==> src/common/regfile_pkg.sv <==
// Shared widths, register indices and status word layout for the register file
// Imported by every module of the register file

package regfile_pkg;

  // Datapath sizes
  parameter int reg_w    = 16;
  parameter int num_regs = 16;

  // Special register slots
  parameter int pc_idx = 0;  // Program counter view
  parameter int sp_idx = 1;  // Stack pointer
  parameter int sr_idx = 2;  // Status register
  parameter int cg_idx = 3;  // Constant generator

  // ---------------------------------------------------------------------
  // Status register bit positions
  // ---------------------------------------------------------------------
  parameter int sr_c_bit      = 0;
  parameter int sr_z_bit      = 1;
  parameter int sr_n_bit      = 2;
  parameter int sr_gie_bit    = 3;
  parameter int sr_cpuoff_bit = 4;
  parameter int sr_oscoff_bit = 5;
  parameter int sr_scg0_bit   = 6;
  parameter int sr_scg1_bit   = 7;
  parameter int sr_v_bit      = 8;

  // FPGA build, no DCO control so scg0 is never stored
  parameter logic [reg_w-1:0] sr_mask_fpga = 16'h01bf;

  // R2 seen as a plain word or as named flags
  typedef union packed {
    logic [reg_w-1:0] word;
    struct packed {
      logic [6:0] rsvd;   // Always zero
      logic       v;      // Overflow
      logic       scg1;   // SMCLK off
      logic       scg0;   // DCO off
      logic       oscoff; // LFXT1 off
      logic       cpuoff; // CPU off
      logic       gie;    // Interrupt enable
      logic       n;
      logic       z;
      logic       c;
    } f;
  } sr_word_t;

endpackage
==> src/verilog/pu_register_file.sv <==
// Top of the 16-word register file for the CPU core
// Decode, register storage, status register and read ports

`timescale 1ns/1ps

module pu_register_file import regfile_pkg::*; #(
  parameter logic [reg_w-1:0] sr_mask = sr_mask_fpga
) (
  input  logic             mclk_r1,
  input  logic             puc_rst,
  input  logic [reg_w-1:0] inst_src,      // One-hot source selection
  input  logic [reg_w-1:0] inst_dest,     // One-hot destination selection
  input  logic             reg_dest_wr,
  input  logic             reg_incr,
  input  logic             reg_sp_wr,
  input  logic             reg_sr_wr,     // RETI restore
  input  logic             reg_sr_clr,    // Interrupt entry
  input  logic             reg_pc_call,
  input  logic [reg_w-1:0] reg_dest_val,
  input  logic [reg_w-1:0] reg_sp_val,
  input  logic [reg_w-1:0] pc,
  input  logic [3:0]       alu_stat,      // {V,N,Z,C}
  input  logic [3:0]       alu_stat_wr,
  input  logic             inst_bw,
  output logic [reg_w-1:0] reg_src,
  output logic [reg_w-1:0] reg_dest,
  output logic [reg_w-1:0] sp,
  output logic [reg_w-1:0] pc_sw,
  output logic             pc_sw_wr,
  output logic [3:0]       status,
  output logic             gie,
  output logic             cpuoff,
  output logic             oscoff,
  output logic             scg0,
  output logic             scg1
);

  // ---------------------------------------------------------------------
  // Internal nets
  // ---------------------------------------------------------------------
  logic [reg_w-1:0]          src_sel;
  logic [reg_w-1:0]          dest_wr_en;
  logic [reg_w-1:0]          inc_en;
  logic [reg_w-1:0]          dest_val_in;
  logic [1:0]                incr_step;
  logic                      sr_wr;
  sr_word_t                  sr_q;
  logic [num_regs*reg_w-1:0] bank_q;

  regfile_decode u_decode (
    .inst_src     (inst_src),
    .inst_dest    (inst_dest),
    .reg_dest_val (reg_dest_val),
    .reg_dest_wr  (reg_dest_wr),
    .reg_incr     (reg_incr),
    .reg_sr_clr   (reg_sr_clr),
    .reg_sr_wr    (reg_sr_wr),
    .reg_pc_call  (reg_pc_call),
    .inst_bw      (inst_bw),
    .src_sel      (src_sel),
    .dest_wr_en   (dest_wr_en),
    .inc_en       (inc_en),
    .dest_val_in  (dest_val_in),
    .pc_sw        (pc_sw),
    .incr_step    (incr_step),
    .sr_wr        (sr_wr),
    .pc_sw_wr     (pc_sw_wr)
  );

  gpr_bank u_bank (
    .mclk_r1     (mclk_r1),
    .puc_rst     (puc_rst),
    .dest_wr_en  (dest_wr_en),
    .inc_en      (inc_en),
    .dest_val_in (dest_val_in),
    .reg_sp_val  (reg_sp_val),
    .reg_src     (reg_src),    // Feeds the autoincrement adder
    .pc          (pc),
    .incr_step   (incr_step),
    .reg_sp_wr   (reg_sp_wr),
    .sr_q        (sr_q),
    .bank_q      (bank_q),
    .sp          (sp)
  );

  status_reg #(.sr_mask(sr_mask)) u_status (
    .mclk_r1     (mclk_r1),
    .puc_rst     (puc_rst),
    .dest_val_in (dest_val_in),
    .alu_stat    (alu_stat),
    .alu_stat_wr (alu_stat_wr),
    .sr_wr       (sr_wr),
    .reg_sr_clr  (reg_sr_clr),
    .sr_q        (sr_q),
    .status      (status),
    .gie         (gie),
    .cpuoff      (cpuoff),
    .oscoff      (oscoff),
    .scg0        (scg0),
    .scg1        (scg1)
  );

  read_mux u_read (
    .bank_q    (bank_q),
    .src_sel   (src_sel),
    .inst_dest (inst_dest),
    .reg_src   (reg_src),
    .reg_dest  (reg_dest)
  );

endmodule

==> src/verilog/read_mux.sv <==
// Source and destination read ports of the register file
// AND-OR one-hot selection over the flat register bus

`timescale 1ns/1ps

module read_mux import regfile_pkg::*; (
  input  logic [num_regs*reg_w-1:0] bank_q,
  input  logic [reg_w-1:0]          src_sel,    // One-hot, R2 forced on interrupt
  input  logic [reg_w-1:0]          inst_dest,  // One-hot
  output logic [reg_w-1:0]          reg_src,
  output logic [reg_w-1:0]          reg_dest
);

  // Empty selection gives zero
  function automatic logic [reg_w-1:0] onehot_read(
    input logic [num_regs*reg_w-1:0] q,
    input logic [reg_w-1:0]          sel
  );
    logic [reg_w-1:0] acc;
    acc = '0;
    for (int i = 0; i < num_regs; i++) begin
      acc |= q[i*reg_w +: reg_w] & {reg_w{sel[i]}};
    end
    return acc;
  endfunction

  assign reg_src  = onehot_read(bank_q, src_sel);
  assign reg_dest = onehot_read(bank_q, inst_dest);

endmodule

==> src/reg_bank/status_reg.sv <==
// R2 status register with ALU flag update, write mask and low-power controls
// sr_mask selects which bits the build keeps

`timescale 1ns/1ps

module status_reg import regfile_pkg::*; #(
  parameter logic [reg_w-1:0] sr_mask = sr_mask_fpga
) (
  input  logic             mclk_r1,
  input  logic             puc_rst,
  input  logic [reg_w-1:0] dest_val_in,
  input  logic [3:0]       alu_stat,     // {V,N,Z,C}
  input  logic [3:0]       alu_stat_wr,  // Per-flag update enable
  input  logic             sr_wr,
  input  logic             reg_sr_clr,   // Interrupt entry
  output sr_word_t         sr_q,
  output logic [3:0]       status,
  output logic             gie,
  output logic             cpuoff,
  output logic             oscoff,
  output logic             scg0,
  output logic             scg1
);

  sr_word_t sr_nxt;

  // ---------------------------------------------------------------------
  // Next value
  // ---------------------------------------------------------------------
  always_comb begin
    sr_nxt.word = '0;  // Reserved bits stay clear
    // ALU flags win over written data, bit by bit
    sr_nxt.word[sr_c_bit] = alu_stat_wr[0] ? alu_stat[0] :
                            sr_wr          ? dest_val_in[sr_c_bit] : sr_q.word[sr_c_bit];
    sr_nxt.word[sr_z_bit] = alu_stat_wr[1] ? alu_stat[1] :
                            sr_wr          ? dest_val_in[sr_z_bit] : sr_q.word[sr_z_bit];
    sr_nxt.word[sr_n_bit] = alu_stat_wr[2] ? alu_stat[2] :
                            sr_wr          ? dest_val_in[sr_n_bit] : sr_q.word[sr_n_bit];
    sr_nxt.word[sr_v_bit] = alu_stat_wr[3] ? alu_stat[3] :
                            sr_wr          ? dest_val_in[sr_v_bit] : sr_q.word[sr_v_bit];
    // Control bits only change by a full write
    sr_nxt.word[sr_scg1_bit:sr_gie_bit] = sr_wr ? dest_val_in[sr_scg1_bit:sr_gie_bit]
                                                : sr_q.word[sr_scg1_bit:sr_gie_bit];
  end

  always_ff @(posedge mclk_r1 or posedge puc_rst) begin
    if (puc_rst)         sr_q.word <= '0;
    else if (reg_sr_clr) sr_q.word <= '0;  // Clears GIE and wakes the CPU
    else                 sr_q.word <= sr_nxt.word & sr_mask;
  end

  // ---------------------------------------------------------------------
  // Outputs
  // ---------------------------------------------------------------------
  assign status = {sr_q.f.v, sr_q.f.n, sr_q.f.z, sr_q.f.c};
  assign gie    = sr_q.f.gie;
  assign oscoff = sr_q.f.oscoff;
  assign scg0   = sr_q.f.scg0;
  assign scg1   = sr_q.f.scg1;

  // Stop fetch in the write cycle itself
  assign cpuoff = sr_q.f.cpuoff |
                  (dest_val_in[sr_cpuoff_bit] & sr_wr & sr_mask[sr_cpuoff_bit]);

endmodule

==> src/reg_bank/gpr_bank.sv <==
// Register storage for R1, R3 and R4 to R15, plus the flat read bus
// R0 and R2 enter from outside and only fill their bus slots

`timescale 1ns/1ps

module gpr_bank import regfile_pkg::*; (
  input  logic                      mclk_r1,
  input  logic                      puc_rst,
  input  logic [reg_w-1:0]          dest_wr_en,  // Per-register write
  input  logic [reg_w-1:0]          inc_en,      // Per-register autoincrement
  input  logic [reg_w-1:0]          dest_val_in,
  input  logic [reg_w-1:0]          reg_sp_val,  // Stack pointer next value
  input  logic [reg_w-1:0]          reg_src,     // Current source read
  input  logic [reg_w-1:0]          pc,
  input  logic [1:0]                incr_step,
  input  logic                      reg_sp_wr,
  input  sr_word_t                  sr_q,
  output logic [num_regs*reg_w-1:0] bank_q,      // Slot i holds Ri
  output logic [reg_w-1:0]          sp
);

  localparam logic [reg_w-1:0] even_mask = {{(reg_w-1){1'b1}}, 1'b0};

  logic [reg_w-1:0] incr_val;

  // Autoincrement adds to whatever the source port reads
  assign incr_val = reg_src + {{(reg_w-2){1'b0}}, incr_step};

  // ---------------------------------------------------------------------
  // Per-slot storage
  // ---------------------------------------------------------------------
  for (genvar i = 0; i < num_regs; i++) begin : g_slot
    if (i == pc_idx) begin : g_pc
      assign bank_q[i*reg_w +: reg_w] = pc;         // R0 lives in the fetch unit
    end else if (i == sr_idx) begin : g_sr
      assign bank_q[i*reg_w +: reg_w] = sr_q.word;  // R2 lives in status_reg
    end else if (i == sp_idx) begin : g_sp
      logic [reg_w-1:0] q;
      always_ff @(posedge mclk_r1 or posedge puc_rst) begin
        if (puc_rst)            q <= '0;
        else if (dest_wr_en[i]) q <= dest_val_in & even_mask;
        else if (reg_sp_wr)     q <= reg_sp_val & even_mask;  // Push or pop
        else if (inc_en[i])     q <= incr_val & even_mask;
      end
      assign bank_q[i*reg_w +: reg_w] = q;
      assign sp = q;
    end else if (i == cg_idx) begin : g_cg
      // @R3+ encodes the constant -1, so no increment here
      logic [reg_w-1:0] q;
      always_ff @(posedge mclk_r1 or posedge puc_rst) begin
        if (puc_rst)            q <= '0;
        else if (dest_wr_en[i]) q <= dest_val_in;
      end
      assign bank_q[i*reg_w +: reg_w] = q;
    end else begin : g_gpr
      logic [reg_w-1:0] q;
      always_ff @(posedge mclk_r1 or posedge puc_rst) begin
        if (puc_rst)            q <= '0;
        else if (dest_wr_en[i]) q <= dest_val_in;  // Write beats increment
        else if (inc_en[i])     q <= incr_val;
      end
      assign bank_q[i*reg_w +: reg_w] = q;
    end
  end

endmodule

==> src/verilog/regfile_decode.sv <==
// Selection decode for the register file
// Turns one-hot selections and strobes into per-register enables and write data

`timescale 1ns/1ps

module regfile_decode import regfile_pkg::*; (
  input  logic [reg_w-1:0] inst_src,     // One-hot source selection
  input  logic [reg_w-1:0] inst_dest,    // One-hot destination selection
  input  logic [reg_w-1:0] reg_dest_val, // Raw destination data
  input  logic             reg_dest_wr,
  input  logic             reg_incr,
  input  logic             reg_sr_clr,
  input  logic             reg_sr_wr,
  input  logic             reg_pc_call,
  input  logic             inst_bw,      // Byte access
  output logic [reg_w-1:0] src_sel,
  output logic [reg_w-1:0] dest_wr_en,
  output logic [reg_w-1:0] inc_en,
  output logic [reg_w-1:0] dest_val_in,
  output logic [reg_w-1:0] pc_sw,
  output logic [1:0]       incr_step,
  output logic             sr_wr,
  output logic             pc_sw_wr
);

  // ---------------------------------------------------------------------
  // Source selection
  // ---------------------------------------------------------------------
  // Interrupt entry reads R2 for the push
  assign src_sel = reg_sr_clr ? reg_w'(1) << sr_idx : inst_src;

  // Strobe gating
  assign dest_wr_en = inst_dest & {reg_w{reg_dest_wr}};
  assign inc_en     = src_sel & {reg_w{reg_incr}};

  // Byte mode clears the upper byte
  assign dest_val_in = inst_bw ? {8'h00, reg_dest_val[7:0]} : reg_dest_val;

  // SP stays word aligned even for @SP+ byte accesses
  assign incr_step = (inst_bw & ~src_sel[sp_idx]) ? 2'd1 : 2'd2;

  // R2 load from MOV to SR or from RETI
  assign sr_wr = dest_wr_en[sr_idx] | reg_sr_wr;

  // ---------------------------------------------------------------------
  // Software PC update
  // ---------------------------------------------------------------------
  assign pc_sw    = dest_val_in;                          // Byte masked like any write
  assign pc_sw_wr = dest_wr_en[pc_idx] | reg_pc_call;    // Branch or CALL

endmodule

==> config.mk <==
export PLATFORM = sky130hd
export DESIGN_NAME = pu_register_file
export DESIGN_NICKNAME = d
export VERILOG_FILES = /design/src/common/regfile_pkg.sv /design/src/verilog/pu_register_file.sv /design/src/verilog/read_mux.sv /design/src/reg_bank/status_reg.sv /design/src/reg_bank/gpr_bank.sv /design/src/verilog/regfile_decode.sv
export SDC_FILE = /design/constraint.sdc
export NUM_CORES = 1
export LEC_CHECK = 0
export BUFFER_PORTS_ARGS = -buffer_cell sky130_fd_sc_hd__buf_2
export CORE_UTILIZATION = 35
export DETAILED_ROUTE_END_ITERATION = 10
export SLEW_MARGIN = 0
export SYNTH_ARGS = -nofsm -noshare
export SYNTH_HDL_FRONTEND = slang
export SYNTH_HIERARCHICAL = 1
export SYNTH_SLANG_ARGS = --single-unit
==> constraint.sdc <==
create_clock -name mclk_r1 -period 6.5 [get_ports mclk_r1]
set_input_delay 0.975 -clock mclk_r1 [delete_from_list [all_inputs] [get_ports mclk_r1]]
set_output_delay 0.975 -clock mclk_r1 [all_outputs]
set_load 0.03 [all_outputs]
==> run_results.csv <==
group,metric,value,unit
power_and_ir_drop,powerDensity,304.9,mW/mm2
power_and_ir_drop,leakagePower,7.175,nW
cells_and_area,final_cell_area,0.01781,mm2
routing,via_per_inst,6.637,
critical_path,crit_type,"in -> out",
global_routing,grt_max_degree,148,
power_and_ir_drop,peakVddDrop,0.1829,mV
run_status,failed_checks,"DRC",
routing,ant_nets,0,
timing,period_needed,5.024,ns
critical_path,r2r_start,"u_bank/g_slot[5].g_gpr.q[11]",
timing,rsz0062_at_grt,"no",
critical_path,crit_path_cell_trace,"buf_2, nor2b_1, buf_4, a22o_1, a221oi_1, nand4_1, buf_4, buf_2",
timing,worst_pin_slew,1.145,ns
cells_and_area,drive_gt1_frac,0.1684,
logic_synthesis,syn_area_per_cell,8.834,um2
placed_design,place_area,0.01691,mm2
timing,period_share,0.7729,
hold_path,hold_path.class,"in -> async",
timing,setup_tns,0,ns
timing,setup_violations,0,
clocking,clock-root-buffer,"clkbuf_16",
global_routing,track_usage,0.2671,
critical_path,cp-startpoint,"reg_sr_clr",
clocking,post_cts_buffers,0,
clocking,cts_tree,"yes",
cells_and_area,fin_nets,1928,
logic_synthesis,syn-instance-count,1878,
placed_design,portBuffers,167,
run,maxCapViolations,0,
timing,relSlewSlack,0.2370,
floorplan,dieArea,0.04827,mm2
critical_path,max_stage_delay,0.80,ns
critical_path,cp.arrival,4.05,ns
critical_path,start_kind,"input pin",
global_routing,overflow,0,
placed_design,hpwl,44100,um
routing,dr.pass1.iters,8,
logic_synthesis,synth_area,0.01659,mm2
critical_path,worst-path-max-fanout,25,
clocking,numCtsBuffers,27,
routing,drc_errors,10,
global_routing,first_global_vias,15160,
critical_path,cp_top_family,"buffers and inverters",
cells_and_area,areaGrowthSynthToFinish,7.376,%
logic_synthesis,yosys_warnings,6,
clocking,hold_buffers,0,
global_routing,grt_pass1_wl,97200,um
floorplan,coreArea,0.04665,mm2
critical_path,cp.required,5.52,ns
floorplan,row_count,79,
clocking,clockBufferDepth,3,
run_status,outcome,"complete, but fails checks",
timing,fin_hold_ws,0.4031,ns
floorplan,die_h,219.7,um
clocking,h-tree-depth,1,
timing,hold_viol_final,0,
critical_path,cp_slowest_cell,"nand4_1",
floorplan,dieWidth,219.7,um
critical_path,critPathBufInv,4,
routing,drt-total-wl,65500,um
timing,max_freq,199.1,MHz
clocking,cts_resized,0,
placed_design,routabilityCongestion,1.035,
clocking,path_clk_slew,0.06,ns
cells_and_area,layout_common_cells,"dfrtp_1, buf_2, a221oi_1, a22o_1",
routing,wl_per_cell,26.67,um
cells_and_area,final_common_cell,"dfrtp_1",
clocking,insertion_delay,0.58,ns
clocking,numClockSinks,231,
floorplan,initial_core_util,0.3556,
floorplan,ioPinCount,171,
routing,drt_iter0_markers,2288,
routing,num_vias,16300,
timing,final_max_slew_viol_count,0,
timing,clock_skew,0.01352,ns
global_routing,antenna_found_initial,4,
critical_path,crit_path_end_kind,"output pin",
## through the flow
stage               total power, W  cells    util  worst slack [ns]
global route              0.005643   2456  0.3818             1.513
finish                    0.005431   2456  0.3818             1.476
detailed placement        0.003794   2406  0.3625             1.441
global placement          0.003744   2406  0.3625             1.506
CTS                       0.005387   2454  0.3817             1.575
floorplan                 0.003223   1887       -             2.615
## per-layer routing
| layer | track usage | vias to the layer above | share of wire |
|---|---|---|---|
| li1 | - | 7016 | - |
| met1 | 0.3654 | 8128 | 0.41 |
| met2 | 0.4119 | 994 | 0.45 |
| met3 | 0.03961 | 162 | 0.092 |
| met4 | 0.1280 | 0 | 0.049 |
| met5 | 0 | - | 0 |
## worst reg2reg max path: stages, from the launching register on
cell and delay, ns:
dfrtp_1 0.39, a22o_1 0.24, a221oi_1 0.50, nand4_1 0.80, inv_1 0.82, nor2_1 0.28
buf_4 0.28, a211oi_1 0.23, or3_1 0.13
## flip-flops by register name (all words and copies together), names as in the netlist
| name | flops |
|---|---|
| u_bank/g_slot.g_gpr.q | 192 |
| u_bank/sp | 15 |
| u_status/sr_q | 8 |
| u_bank/g_slot.g_cg.q | 16 |
## final timing paths
path	slack (ns)	endpoint	cells past startpoint
max	1.48	reg_src[11]	8
min	0.40	u_status/sr_q[8]	2
max reg2reg	2.78	u_bank/sp[12]	8
min reg2reg	0.53	u_bank/g_slot[13].g_gpr.q[7]	2
max in group asynchronous	5.04	u_bank/g_slot[15].g_gpr.q[2]	3
min in group mclk_r1	0.53	u_bank/g_slot[13].g_gpr.q[7]	2
## where the power goes
part	internal, W	switching [W]	total (W)	leakage (nW)
Sequential	0.00170	0.000227	0.00193	2.85
Clock	0.000937	0.000664	0.00160	0.443
Combinational	0.000623	0.00128	0.00190	3.88
## area by class of cell
type | count | area (um2)
clock buffer | 39 | 770.7
timing repair buffer | 233 | 1344
multi-input combinational | 1310 | 8932
antenna | 2 | 5.005
tap | 607 | 759.5
sequential | 231 | 5781
inverter | 25 | 97.59
fill | 4750 | 28840
clock inverter | 9 | 123.9
Note: power is estimated with default switching activity, not from simulation.
